## config.mk

```make
export PLATFORM = sky130hd
export DESIGN_NAME = ialu_top
export DESIGN_NICKNAME = d
export VERILOG_FILES = /design/src/hw/ialu_cmd_pkg.sv /design/src/hw/ialu_div_pkg.sv /design/src/hw/div_step_if.sv /design/src/hw/alu_core.sv /design/src/hw/div_ctrl.sv /design/src/hw/div_datapath.sv /design/src/hw/ialu_top.sv
export VERILOG_INCLUDE_DIRS = /design/src /design/src/hw
export SDC_FILE = /design/constraint.sdc
export NUM_CORES = 1
export LEC_CHECK = 0
export ABC_AREA = 1
export BUFFER_PORTS_ARGS = -buffer_cell sky130_fd_sc_hd__buf_2
export CAP_MARGIN = 5
export CORE_MARGIN = 5
export CORE_UTILIZATION = 35
export CTS_CLUSTER_SIZE = 20
export DETAILED_ROUTE_END_ITERATION = 16
export GPL_ROUTABILITY_DRIVEN = 0
export GPL_TIMING_DRIVEN = 1
export PLACE_DENSITY = 0.56
export SYNTH_ARGS = -nofsm -noshare
export SYNTH_HDL_FRONTEND = slang
export SYNTH_HIERARCHICAL = 1
export SYNTH_SLANG_ARGS = --single-unit
```

## constraint.sdc

```tcl
create_clock -name clk -period 6.8 [get_ports clk]
set_input_delay 1.36 -clock clk [delete_from_list [all_inputs] [get_ports clk]]
set_output_delay 1.36 -clock clk [all_outputs]
set_load 0.02 [all_outputs]
```

## src/hw/ialu_macros.svh

```systemverilog
`ifndef IALU_MACROS_SVH
`define IALU_MACROS_SVH

// Data word width
`define IALU_XLEN 32

// Shift amount taken from the low bits of op2
`define IALU_SHAMT_W 5

// Divider counter start value, one-hot
// Bit 0 is reached on the last iteration
`define IALU_DIV_CNT_INIT (`IALU_XLEN'(1) << (`IALU_XLEN - 2))

`endif

```

## src/hw/ialu_cmd_pkg.sv

```systemverilog
`default_nettype none

package ialu_cmd_pkg;

    // Command encoding at the ALU ports
    typedef enum logic [3:0] {
        CMD_ADD  = 4'd0,
        CMD_SUB  = 4'd1,
        CMD_SLT  = 4'd2,    // Signed less-than
        CMD_SLTU = 4'd3,    // Unsigned less-than
        CMD_AND  = 4'd4,
        CMD_OR   = 4'd5,
        CMD_XOR  = 4'd6,
        CMD_SLL  = 4'd7,
        CMD_SRL  = 4'd8,
        CMD_SRA  = 4'd9,
        // Iterative divider commands
        CMD_DIV  = 4'd10,
        CMD_DIVU = 4'd11,
        CMD_REM  = 4'd12,
        CMD_REMU = 4'd13
    } ialu_cmd_e;

endpackage

`default_nettype wire

```

## src/hw/ialu_div_pkg.sv

```systemverilog
`default_nettype none

package ialu_div_pkg;

    // Divider FSM states
    typedef enum logic [1:0] {
        DIV_IDLE = 2'd0,    // First step or immediate result
        DIV_ITER = 2'd1,    // Remaining quotient bits
        DIV_CORR = 2'd2     // Sign fix-up of quotient or remainder
    } div_fsm_e;

endpackage

`default_nettype wire

```

## src/hw/div_step_if.sv

```systemverilog
`timescale 1ns/1ps
`default_nettype none

// Divider control <-> divider datapath
interface div_step_if ();

    ialu_div_pkg::div_fsm_e state;      // Current FSM state
    logic                   iter_last;  // Counter has reached bit 0
    logic                   upd;        // Update divider registers
    logic                   corr_req;   // Extra correction cycle needed

    modport ctrl_mp (
        output state,
        output iter_last,
        output upd,
        input  corr_req
    );

    modport dp_mp (
        input  state,
        input  iter_last,
        input  upd,
        output corr_req
    );

endinterface

`default_nettype wire

```

## src/hw/alu_core.sv

```systemverilog
`timescale 1ns/1ps
`default_nettype none

`include "ialu_macros.svh"

module alu_core (
    input  ialu_cmd_pkg::ialu_cmd_e cmd_i,
    input  logic [`IALU_XLEN-1:0]   op1_i,
    input  logic [`IALU_XLEN-1:0]   op2_i,
    input  logic [`IALU_XLEN-1:0]   div_res_i,  // From divider datapath
    output logic [`IALU_XLEN-1:0]   res_o
);

    logic [`IALU_XLEN:0]      sum;      // MSB is carry/borrow
    logic                     sum_s;    // Sign
    logic                     sum_o;    // Overflow of op1 - op2
    logic                     sum_c;    // Borrow
    logic [`IALU_SHAMT_W-1:0] shamt;
    logic [`IALU_XLEN-1:0]    sll_res;
    logic [`IALU_XLEN-1:0]    srl_res;
    logic [`IALU_XLEN-1:0]    sra_res;

    // --------------------------------------------------
    // Adder and flags
    // --------------------------------------------------
    always_comb begin
        if (cmd_i == ialu_cmd_pkg::CMD_ADD) begin
            sum = {1'b0, op1_i} + {1'b0, op2_i};
        end else begin
            sum = {1'b0, op1_i} - {1'b0, op2_i};    // SUB, SLT, SLTU
        end
    end

    assign sum_s = sum[`IALU_XLEN-1];
    assign sum_c = sum[`IALU_XLEN];
    // Operands differ in sign and result sign flipped away from op1
    assign sum_o = (op1_i[`IALU_XLEN-1] ^ op2_i[`IALU_XLEN-1])
                 & (op1_i[`IALU_XLEN-1] ^ sum_s);

    // --------------------------------------------------
    // Shifter
    // --------------------------------------------------
    assign shamt   = op2_i[`IALU_SHAMT_W-1:0];
    assign sll_res = op1_i << shamt;
    assign srl_res = op1_i >> shamt;
    assign sra_res = $signed(op1_i) >>> shamt;  // Sign fill

    // --------------------------------------------------
    // Result select
    // --------------------------------------------------
    always_comb begin
        res_o = '0;
        case (cmd_i)
            ialu_cmd_pkg::CMD_ADD,
            ialu_cmd_pkg::CMD_SUB  : res_o = sum[`IALU_XLEN-1:0];
            ialu_cmd_pkg::CMD_SLT  : res_o = `IALU_XLEN'(sum_s ^ sum_o);
            ialu_cmd_pkg::CMD_SLTU : res_o = `IALU_XLEN'(sum_c);
            ialu_cmd_pkg::CMD_AND  : res_o = op1_i & op2_i;
            ialu_cmd_pkg::CMD_OR   : res_o = op1_i | op2_i;
            ialu_cmd_pkg::CMD_XOR  : res_o = op1_i ^ op2_i;
            ialu_cmd_pkg::CMD_SLL  : res_o = sll_res;
            ialu_cmd_pkg::CMD_SRL  : res_o = srl_res;
            ialu_cmd_pkg::CMD_SRA  : res_o = sra_res;
            // Divider owns these
            ialu_cmd_pkg::CMD_DIV,
            ialu_cmd_pkg::CMD_DIVU,
            ialu_cmd_pkg::CMD_REM,
            ialu_cmd_pkg::CMD_REMU : res_o = div_res_i;
            default                : res_o = '0;
        endcase
    end

endmodule

`default_nettype wire

```

## src/hw/div_ctrl.sv

```systemverilog
`timescale 1ns/1ps
`default_nettype none

`include "ialu_macros.svh"

module div_ctrl (
    input  logic                    clk,
    input  logic                    rst_n,
    input  logic                    cmd_vld_i,  // Held until res_rdy_o
    input  ialu_cmd_pkg::ialu_cmd_e cmd_i,
    input  logic [`IALU_XLEN-1:0]   op1_i,
    input  logic [`IALU_XLEN-1:0]   op2_i,
    output logic                    res_rdy_o,
    div_step_if.ctrl_mp             ctrl
);

    logic                   cmd_div;    // Any of DIV/DIVU/REM/REMU
    logic                   ops_nz;     // Both operands nonzero
    logic                   iter_req;   // Start iterating
    logic                   iter_last;
    logic                   upd;
    logic                   fsm_idle;
    ialu_div_pkg::div_fsm_e fsm_ff;
    ialu_div_pkg::div_fsm_e fsm_next;
    logic [`IALU_XLEN-1:0]  iter_cnt;   // One-hot, walks toward bit 0

    assign cmd_div = (cmd_i == ialu_cmd_pkg::CMD_DIV)  | (cmd_i == ialu_cmd_pkg::CMD_DIVU)
                   | (cmd_i == ialu_cmd_pkg::CMD_REM)  | (cmd_i == ialu_cmd_pkg::CMD_REMU);
    assign ops_nz   = (|op1_i) & (|op2_i);
    assign fsm_idle = (fsm_ff == ialu_div_pkg::DIV_IDLE);
    assign iter_req = cmd_div & ops_nz & fsm_idle;

    assign iter_last = iter_cnt[0];
    assign upd       = cmd_vld_i & ~res_rdy_o;  // Busy and not finishing

    // Iteration counter
    always_ff @(posedge clk) begin
        if (upd) begin
            iter_cnt <= fsm_idle ? `IALU_DIV_CNT_INIT : (iter_cnt >> 1);
        end
    end

    // --------------------------------------------------
    // FSM
    // --------------------------------------------------
    always_ff @(posedge clk or negedge rst_n) begin
        if (!rst_n) begin
            fsm_ff <= ialu_div_pkg::DIV_IDLE;
        end else begin
            fsm_ff <= fsm_next;
        end
    end

    always_comb begin
        fsm_next = ialu_div_pkg::DIV_IDLE;  // Valid low goes back to IDLE
        if (cmd_vld_i) begin
            case (fsm_ff)
                ialu_div_pkg::DIV_IDLE : begin
                    fsm_next = iter_req ? ialu_div_pkg::DIV_ITER : ialu_div_pkg::DIV_IDLE;
                end
                ialu_div_pkg::DIV_ITER : begin
                    fsm_next = !iter_last    ? ialu_div_pkg::DIV_ITER
                             : ctrl.corr_req ? ialu_div_pkg::DIV_CORR
                             :                 ialu_div_pkg::DIV_IDLE;
                end
                default : fsm_next = ialu_div_pkg::DIV_IDLE;    // CORR lasts one cycle
            endcase
        end
    end

    // Result ready
    always_comb begin
        res_rdy_o = 1'b1;   // Single-cycle commands
        if (cmd_div) begin
            case (fsm_ff)
                ialu_div_pkg::DIV_IDLE : res_rdy_o = ~iter_req;    // Zero operand
                ialu_div_pkg::DIV_ITER : res_rdy_o = iter_last & ~ctrl.corr_req;
                default                : res_rdy_o = 1'b1;
            endcase
        end
    end

    assign ctrl.state     = fsm_ff;
    assign ctrl.iter_last = iter_last;
    assign ctrl.upd       = upd;

endmodule

`default_nettype wire

```

## src/hw/div_datapath.sv

```systemverilog
`timescale 1ns/1ps
`default_nettype none

`include "ialu_macros.svh"

module div_datapath (
    input  logic                    clk,
    input  ialu_cmd_pkg::ialu_cmd_e cmd_i,
    input  logic [`IALU_XLEN-1:0]   op1_i,      // Dividend
    input  logic [`IALU_XLEN-1:0]   op2_i,      // Divisor
    output logic [`IALU_XLEN-1:0]   div_res_o,
    div_step_if.dp_mp               dp
);

    logic                   cmd_rem;    // REM or REMU
    logic                   cmd_sdiv;   // Signed quotient
    logic                   ops_sgn;    // Signed operands
    logic                   op1_neg;
    logic                   op2_neg;
    logic                   ops_diff;   // Operand signs differ
    logic                   st_idle;
    logic                   st_corr;

    // Divider adder
    logic                   sum_sub;
    logic [`IALU_XLEN:0]    sum_op1;
    logic [`IALU_XLEN:0]    sum_op2;
    logic [`IALU_XLEN:0]    sum;

    // Step results
    logic                   rem_c;
    logic [`IALU_XLEN-1:0]  rem;
    logic                   quo_bit;
    logic [`IALU_XLEN-1:0]  quo;
    logic [`IALU_XLEN-1:0]  dvd_lo_next;

    // Registers, loaded in IDLE before first use
    logic                   rem_c_ff;
    logic [`IALU_XLEN-1:0]  rem_ff;
    logic [`IALU_XLEN-1:0]  quo_ff;
    logic [`IALU_XLEN-1:0]  dvd_lo_ff;

    assign cmd_rem  = (cmd_i == ialu_cmd_pkg::CMD_REM) | (cmd_i == ialu_cmd_pkg::CMD_REMU);
    assign cmd_sdiv = (cmd_i == ialu_cmd_pkg::CMD_DIV);
    assign ops_sgn  = ~((cmd_i == ialu_cmd_pkg::CMD_DIVU) | (cmd_i == ialu_cmd_pkg::CMD_REMU));
    assign op1_neg  = ops_sgn & op1_i[`IALU_XLEN-1];
    assign op2_neg  = ops_sgn & op2_i[`IALU_XLEN-1];
    assign ops_diff = op1_i[`IALU_XLEN-1] ^ op2_i[`IALU_XLEN-1];
    assign st_idle  = (dp.state == ialu_div_pkg::DIV_IDLE);
    assign st_corr  = (dp.state == ialu_div_pkg::DIV_CORR);

    // --------------------------------------------------
    // Non-restoring step
    // --------------------------------------------------
    always_comb begin
        logic sgn;  // Direction from previous quotient bit
        logic inv;  // Mixed-sign signed operands flip direction
        sgn = st_corr ? (op1_neg ^ rem_c_ff)
            : st_idle ? 1'b0
            :           ~quo_ff[0];
        inv = ops_sgn & ops_diff;
        sum_sub = ~inv ^ sgn;
        sum_op1 = st_corr ? {1'b0, rem_ff}
                : st_idle ? {{`IALU_XLEN{op1_neg}}, op1_i[`IALU_XLEN-1]}   // Dividend MSB in
                :           {rem_ff, dvd_lo_ff[`IALU_XLEN-1]};
        sum_op2 = {op2_neg, op2_i};
        sum     = sum_sub ? (sum_op1 - sum_op2) : (sum_op1 + sum_op2);
    end

    assign rem_c       = sum[`IALU_XLEN];
    assign rem         = sum[`IALU_XLEN-1:0];
    assign dvd_lo_next = st_idle ? (op1_i << 1) : (dvd_lo_ff << 1);
    // Negative dividend needs the exact-zero case too
    assign quo_bit = ~(op1_neg ^ rem_c) | (op1_neg & ({sum, dvd_lo_next} == '0));
    assign quo     = st_idle ? {{(`IALU_XLEN-1){1'b0}}, quo_bit}
                             : {quo_ff[`IALU_XLEN-2:0], quo_bit};

    always_ff @(posedge clk) begin
        if (dp.upd) begin
            rem_c_ff  <= rem_c;
            rem_ff    <= rem;
            quo_ff    <= quo;
            dvd_lo_ff <= dvd_lo_next;
        end
    end

    // Correction checked on the last iteration only
    assign dp.corr_req = dp.iter_last
                       & ((cmd_sdiv & ops_diff)
                       | (cmd_rem & (|rem) & (op1_neg ^ rem_c)));

    // --------------------------------------------------
    // Result word
    // --------------------------------------------------
    always_comb begin
        case (dp.state)
            ialu_div_pkg::DIV_IDLE : begin
                // Quotient by zero is all ones
                div_res_o = ((|op2_i) | cmd_rem) ? op1_i : '1;
            end
            ialu_div_pkg::DIV_ITER : div_res_o = cmd_rem ? rem : quo;
            ialu_div_pkg::DIV_CORR : div_res_o = cmd_rem ? rem : -quo_ff;
            default                : div_res_o = '0;
        endcase
    end

endmodule

`default_nettype wire

```

## src/hw/ialu_top.sv

```systemverilog
`timescale 1ns/1ps
`default_nettype none

`include "ialu_macros.svh"

module ialu_top (
    input  logic                    clk,
    input  logic                    rst_n,
    input  logic                    cmd_vld_i,  // Level, held until ready
    input  ialu_cmd_pkg::ialu_cmd_e cmd_i,
    input  logic [`IALU_XLEN-1:0]   op1_i,
    input  logic [`IALU_XLEN-1:0]   op2_i,
    output logic [`IALU_XLEN-1:0]   res_o,
    output logic                    res_rdy_o   // Result valid this cycle
);

    logic [`IALU_XLEN-1:0] div_res;     // Divider result to core select

    div_step_if u_step ();

    // Single-cycle ops and final result mux
    alu_core u_core (
        .cmd_i     (cmd_i),
        .op1_i     (op1_i),
        .op2_i     (op2_i),
        .div_res_i (div_res),
        .res_o     (res_o)
    );

    // Divider FSM and counter
    div_ctrl u_ctrl (
        .clk       (clk),
        .rst_n     (rst_n),
        .cmd_vld_i (cmd_vld_i),
        .cmd_i     (cmd_i),
        .op1_i     (op1_i),
        .op2_i     (op2_i),
        .res_rdy_o (res_rdy_o),
        .ctrl      (u_step.ctrl_mp)
    );

    // Divider registers and adder
    div_datapath u_dp (
        .clk       (clk),
        .cmd_i     (cmd_i),
        .op1_i     (op1_i),
        .op2_i     (op2_i),
        .div_res_o (div_res),
        .dp        (u_step.dp_mp)
    );

endmodule

`default_nettype wire

```

==> results.json <==
{
  "status": "finished, violations left",
  "violations": "negative setup slack",
  "finalMaxSlewViolations": 0,
  "setup_viol_count_final": 20,
  "grt_pass1_wl_um": 140000,
  "die_h_um": 249,
  "utilization": 0.450,
  "grtUsageTotal": 0.291,
  "endpoint_kind": "output pin",
  "skew_ns": 0.0105,
  "cts-htree-levels": 4,
  "dr.pass1.iters": 6,
  "wl_per_cell_um": 21.4,
  "clk_path_buf_depth": 2,
  "synthCells": 3417,
  "die_w_um": 249,
  "synth_edf_count": 127,
  "crit_top_cell": "nand2_1",
  "hpwl_um": 75000,
  "slew_headroom": 0.364,
  "core-area_mm2": 0.0565,
  "drt-initial-drc-count": 3236,
  "cts_root_buffer": "clkbuf_16",
  "fin_ws_ns": -0.393,
  "async_reset_ff_frac": 0.0155,
  "ir_drop_v": 0.000110,
  "viasPerCell": 5.51,
  "critPathMaxStageDelay_ns": 0.47,
  "final_nets": 3924,
  "drc": 0,
  "wl_met1_um": 40800,
  "antenna_found_initial": 5,
  "yosysWarnings": 6,
  "syn_area_per_cell_um2": 5.85,
  "cts_tree": "done",
  "drv_cap": 0,
  "ios": 104,
  "nFillCells": 6024,
  "dr_wl_met3_um": 10900,
  "criticalPathCategory": "input port to output pin",
  "period_share": 1.06,
  "synthDistinctLibCells": 70,
  "dp_cells": 4417,
  "ys_seq_area_frac": 0.193,
  "clk_pin_slew_ns": 0.06,
  "cp_slowest_cell": "or3b_1",
  "p_leak_nw": 12.7,
  "cts_buffers": 17,
  "port_buffers": 103,
  "rsz0062_at_grt": "true",
  "ys_ff_latch": 129,
  "critical_path.max_fanout": 4,
  "p_per_area_mw_per_mm2": 182,
  "critPathRequiredTime_ns": 5.44,
  "synthToLayoutAreaGrowth_pct": 27.2,
  "vias": 24759,
  "grt_start_max_net_pins": 79,
  "tightest_slew_ns": 0.951,
  "dr.max_layer_used": "met5",
  "hp-class": "flip-flop to flip-flop",
  "post-route-min-period_ns": 7.19,
  "cp_data_arrival_time_ns": 5.83,
  "clk_latency_ns": 0.44,
  "ys.flop_type": "edfxtp_1",
  "syn_area_mm2": 0.0200,
  "dieArea_mm2": 0.0620,
  "totalWireLength_um": 96000,
  "hold_viol_final": 0,
  "grt_pass1_vias": 22576,
  "max_clock_freq_mhz": 139,
  "core.rowCount": 87,
  "overflow": 0,
  "antenna_left": 0,
  "wl_met2_um": 39300,
  "worst_setup_path_start_kind": "input port",
  "cts_sinks": 129,
  "layout-drive-gt1-share": 0.226,
  "synthesis.nets": 3621,
  "initial_core_util": 0.354,
  "stdcell_count": 4490
}
==> critical path: cells and delay by family <==
| kind | cells | cell delay (ns) |
|---|---|---|
| AND/OR/NAND/NOR | 18 | 2.60 |
| AO/OA/AOI/OAI | 2 | 0.34 |
| XOR/XNOR | 2 | 0.37 |
| adder cells (fa/ha/maj) | 1 | 0.24 |
| buffers and inverters | 7 | 0.90 |
==> per-layer routing <==
metal  track usage  vias up
met3        0.0741      211
met5             0        -
li1              -    11755
met2         0.424     1355
met4         0.121        2
met1         0.409    11436
==> sequential cells by signal, summed over array words and instances (netlist names) <==
| signal | flops |
|---|---|
| u_dp/dvd_lo_ff | 31 |
| u_dp/quo_ff | 32 |
| u_dp/rem_c_ff | 1 |
| u_ctrl/iter_cnt | 31 |
| u_ctrl/ctrl.state | 2 |
| u_dp/rem_ff | 32 |
==> worst paths after layout <==
| kind | start | to | slack (ns) | depth (start not counted) |
|---|---|---|---|---|
| setup / recovery | op2_i[2] | res_o[18] | -0.39 | 30 |
| hold / removal | u_dp/dvd_lo_ff[25]$_DFFE_PP_ | u_dp/dvd_lo_ff[26]$_DFFE_PP_ | 0.54 | 2 |
| setup reg to reg | u_ctrl/ctrl.state[1]$_DFF_PN0_ | u_dp/rem_ff[18]$_DFFE_PP_ | 1.42 | 33 |
| hold reg to reg | u_dp/dvd_lo_ff[25]$_DFFE_PP_ | u_dp/dvd_lo_ff[26]$_DFFE_PP_ | 0.54 | 2 |
| max in group asynchronous | rst_n | u_ctrl/ctrl.state[0]$_DFF_PN0_ | 6.01 | 1 |
| min in group asynchronous | rst_n | u_ctrl/ctrl.state[1]$_DFF_PN0_ | 0.70 | 1 |
==> cells by family after synthesis <==
kind of cell    count (synthesis)  synth area share
simple gates                 2051             0.439
buf+inv                       591             0.120
compound gates                437             0.130
fa+ha+maj                     133            0.0839
flops                         129             0.193
xor+xnor                       75            0.0332
mux                             1          0.000500
==> synth_stat cells (5+ instances only) <==
cell type,instances,share of area
xor2_1,58,0.025
nor2_1,392,0.074
edfxtp_1,127,0.19
a21oi_1,144,0.036
o21ai_2,5,0.0022
o21bai_1,11,0.0041
a22o_1,5,0.0022
xnor2_1,16,0.0070
o211ai_1,26,0.0098
nand2_1,1094,0.21
o2111ai_1,14,0.0061
buf_6,10,0.0056
nand2_2,13,0.0041
inv_1,462,0.087
or2_2,11,0.0034
buf_1,12,0.0023
ha_1,131,0.082
o221ai_1,30,0.013
o31ai_1,8,0.0030
inv_2,10,0.0019
nor2_2,12,0.0038
o21ai_1,23,0.0058
o21ai_0,130,0.033
and2_1,16,0.0050
nand3_1,350,0.088
nand4_1,55,0.017
buf_4,10,0.0038
clkbuf_1,34,0.0064
nor4_1,6,0.0019
a211oi_1,5,0.0019
nor3_1,49,0.012
a31oi_1,10,0.0031
nor2_4,10,0.0056
buf_2,48,0.012
nand3b_1,16,0.0060
==> final cells by class <==
cell class | instances | area [um^2] | share of cell area
multi-input combinational | 2697 | 15200 | 0.599
sequential | 129 | 3860 | 0.152
timing repair buffer | 399 | 3040 | 0.119
inverter | 476 | 1810 | 0.0713
tap | 756 | 946 | 0.0372
clock buffer | 18 | 429 | 0.0169
clock inverter | 13 | 113 | 0.00443
antenna | 2 | 5.00 | 0.000197
==> layout by cell type (no fill, tap or decap), types with 11 or more instances in the layout <==
master and instances:
o221ai_1 30, inv_1 443, nand4_1 55, o211ai_1 26, nor2_2 46, xor2_1 51
buf_6 40, and2_1 15, nor3_2 14, nand3b_1 16, ha_1 122, clkbuf_16 17
nor3_1 33, nand2_1 967, nand2_4 24, xnor2_1 14, or2_2 11, o21ai_0 116
nor2_1 336, nor2_4 32, buf_4 270, nand3_1 312, buf_2 80, nand2_2 118
inv_2 25, nand3_2 36, a21oi_1 112, edfxtp_1 127, o21ai_1 32, a21oi_2 31
==> per-stage QoR <==
stage / hold WS [ns] / TNS [ns] / cell area (um^2) / power, W / setup slack, ns
floorplan: 0.509 / 0 / 20000 / 0.00220 / 0.00944
global route: 0.558 / -8.22 / 25400 / 0.00488 / -0.655
global placement: 0.519 / -12.41 / 22900 / 0.00325 / -0.877
CTS: 0.539 / -2.83 / 24200 / 0.00430 / -0.338
detailed placement: 0.524 / -12.73 / 22900 / 0.00325 / -0.919
finish: 0.536 / -4.15 / 25400 / 0.00464 / -0.393
==> what timing repair did <==
action | in CTS | in global routing
endpoints found under the setup margin | 25 | 26
buffers inserted | 15 | 27
pin swaps | 76 | 163
hold buffers | 0 | 0
gates cloned | 1 | 0
gates resized for setup | 206 | 277
==> where the power goes <==
part           leakage (nW)  switching, W  internal (W)  total (W)
clock                 0.264      0.000376      0.000500   0.000876
combinational          11.2       0.00173       0.00110    0.00283
sequential             1.19    0.00000723      0.000924   0.000932
Power figures use the tool's default switching activity.
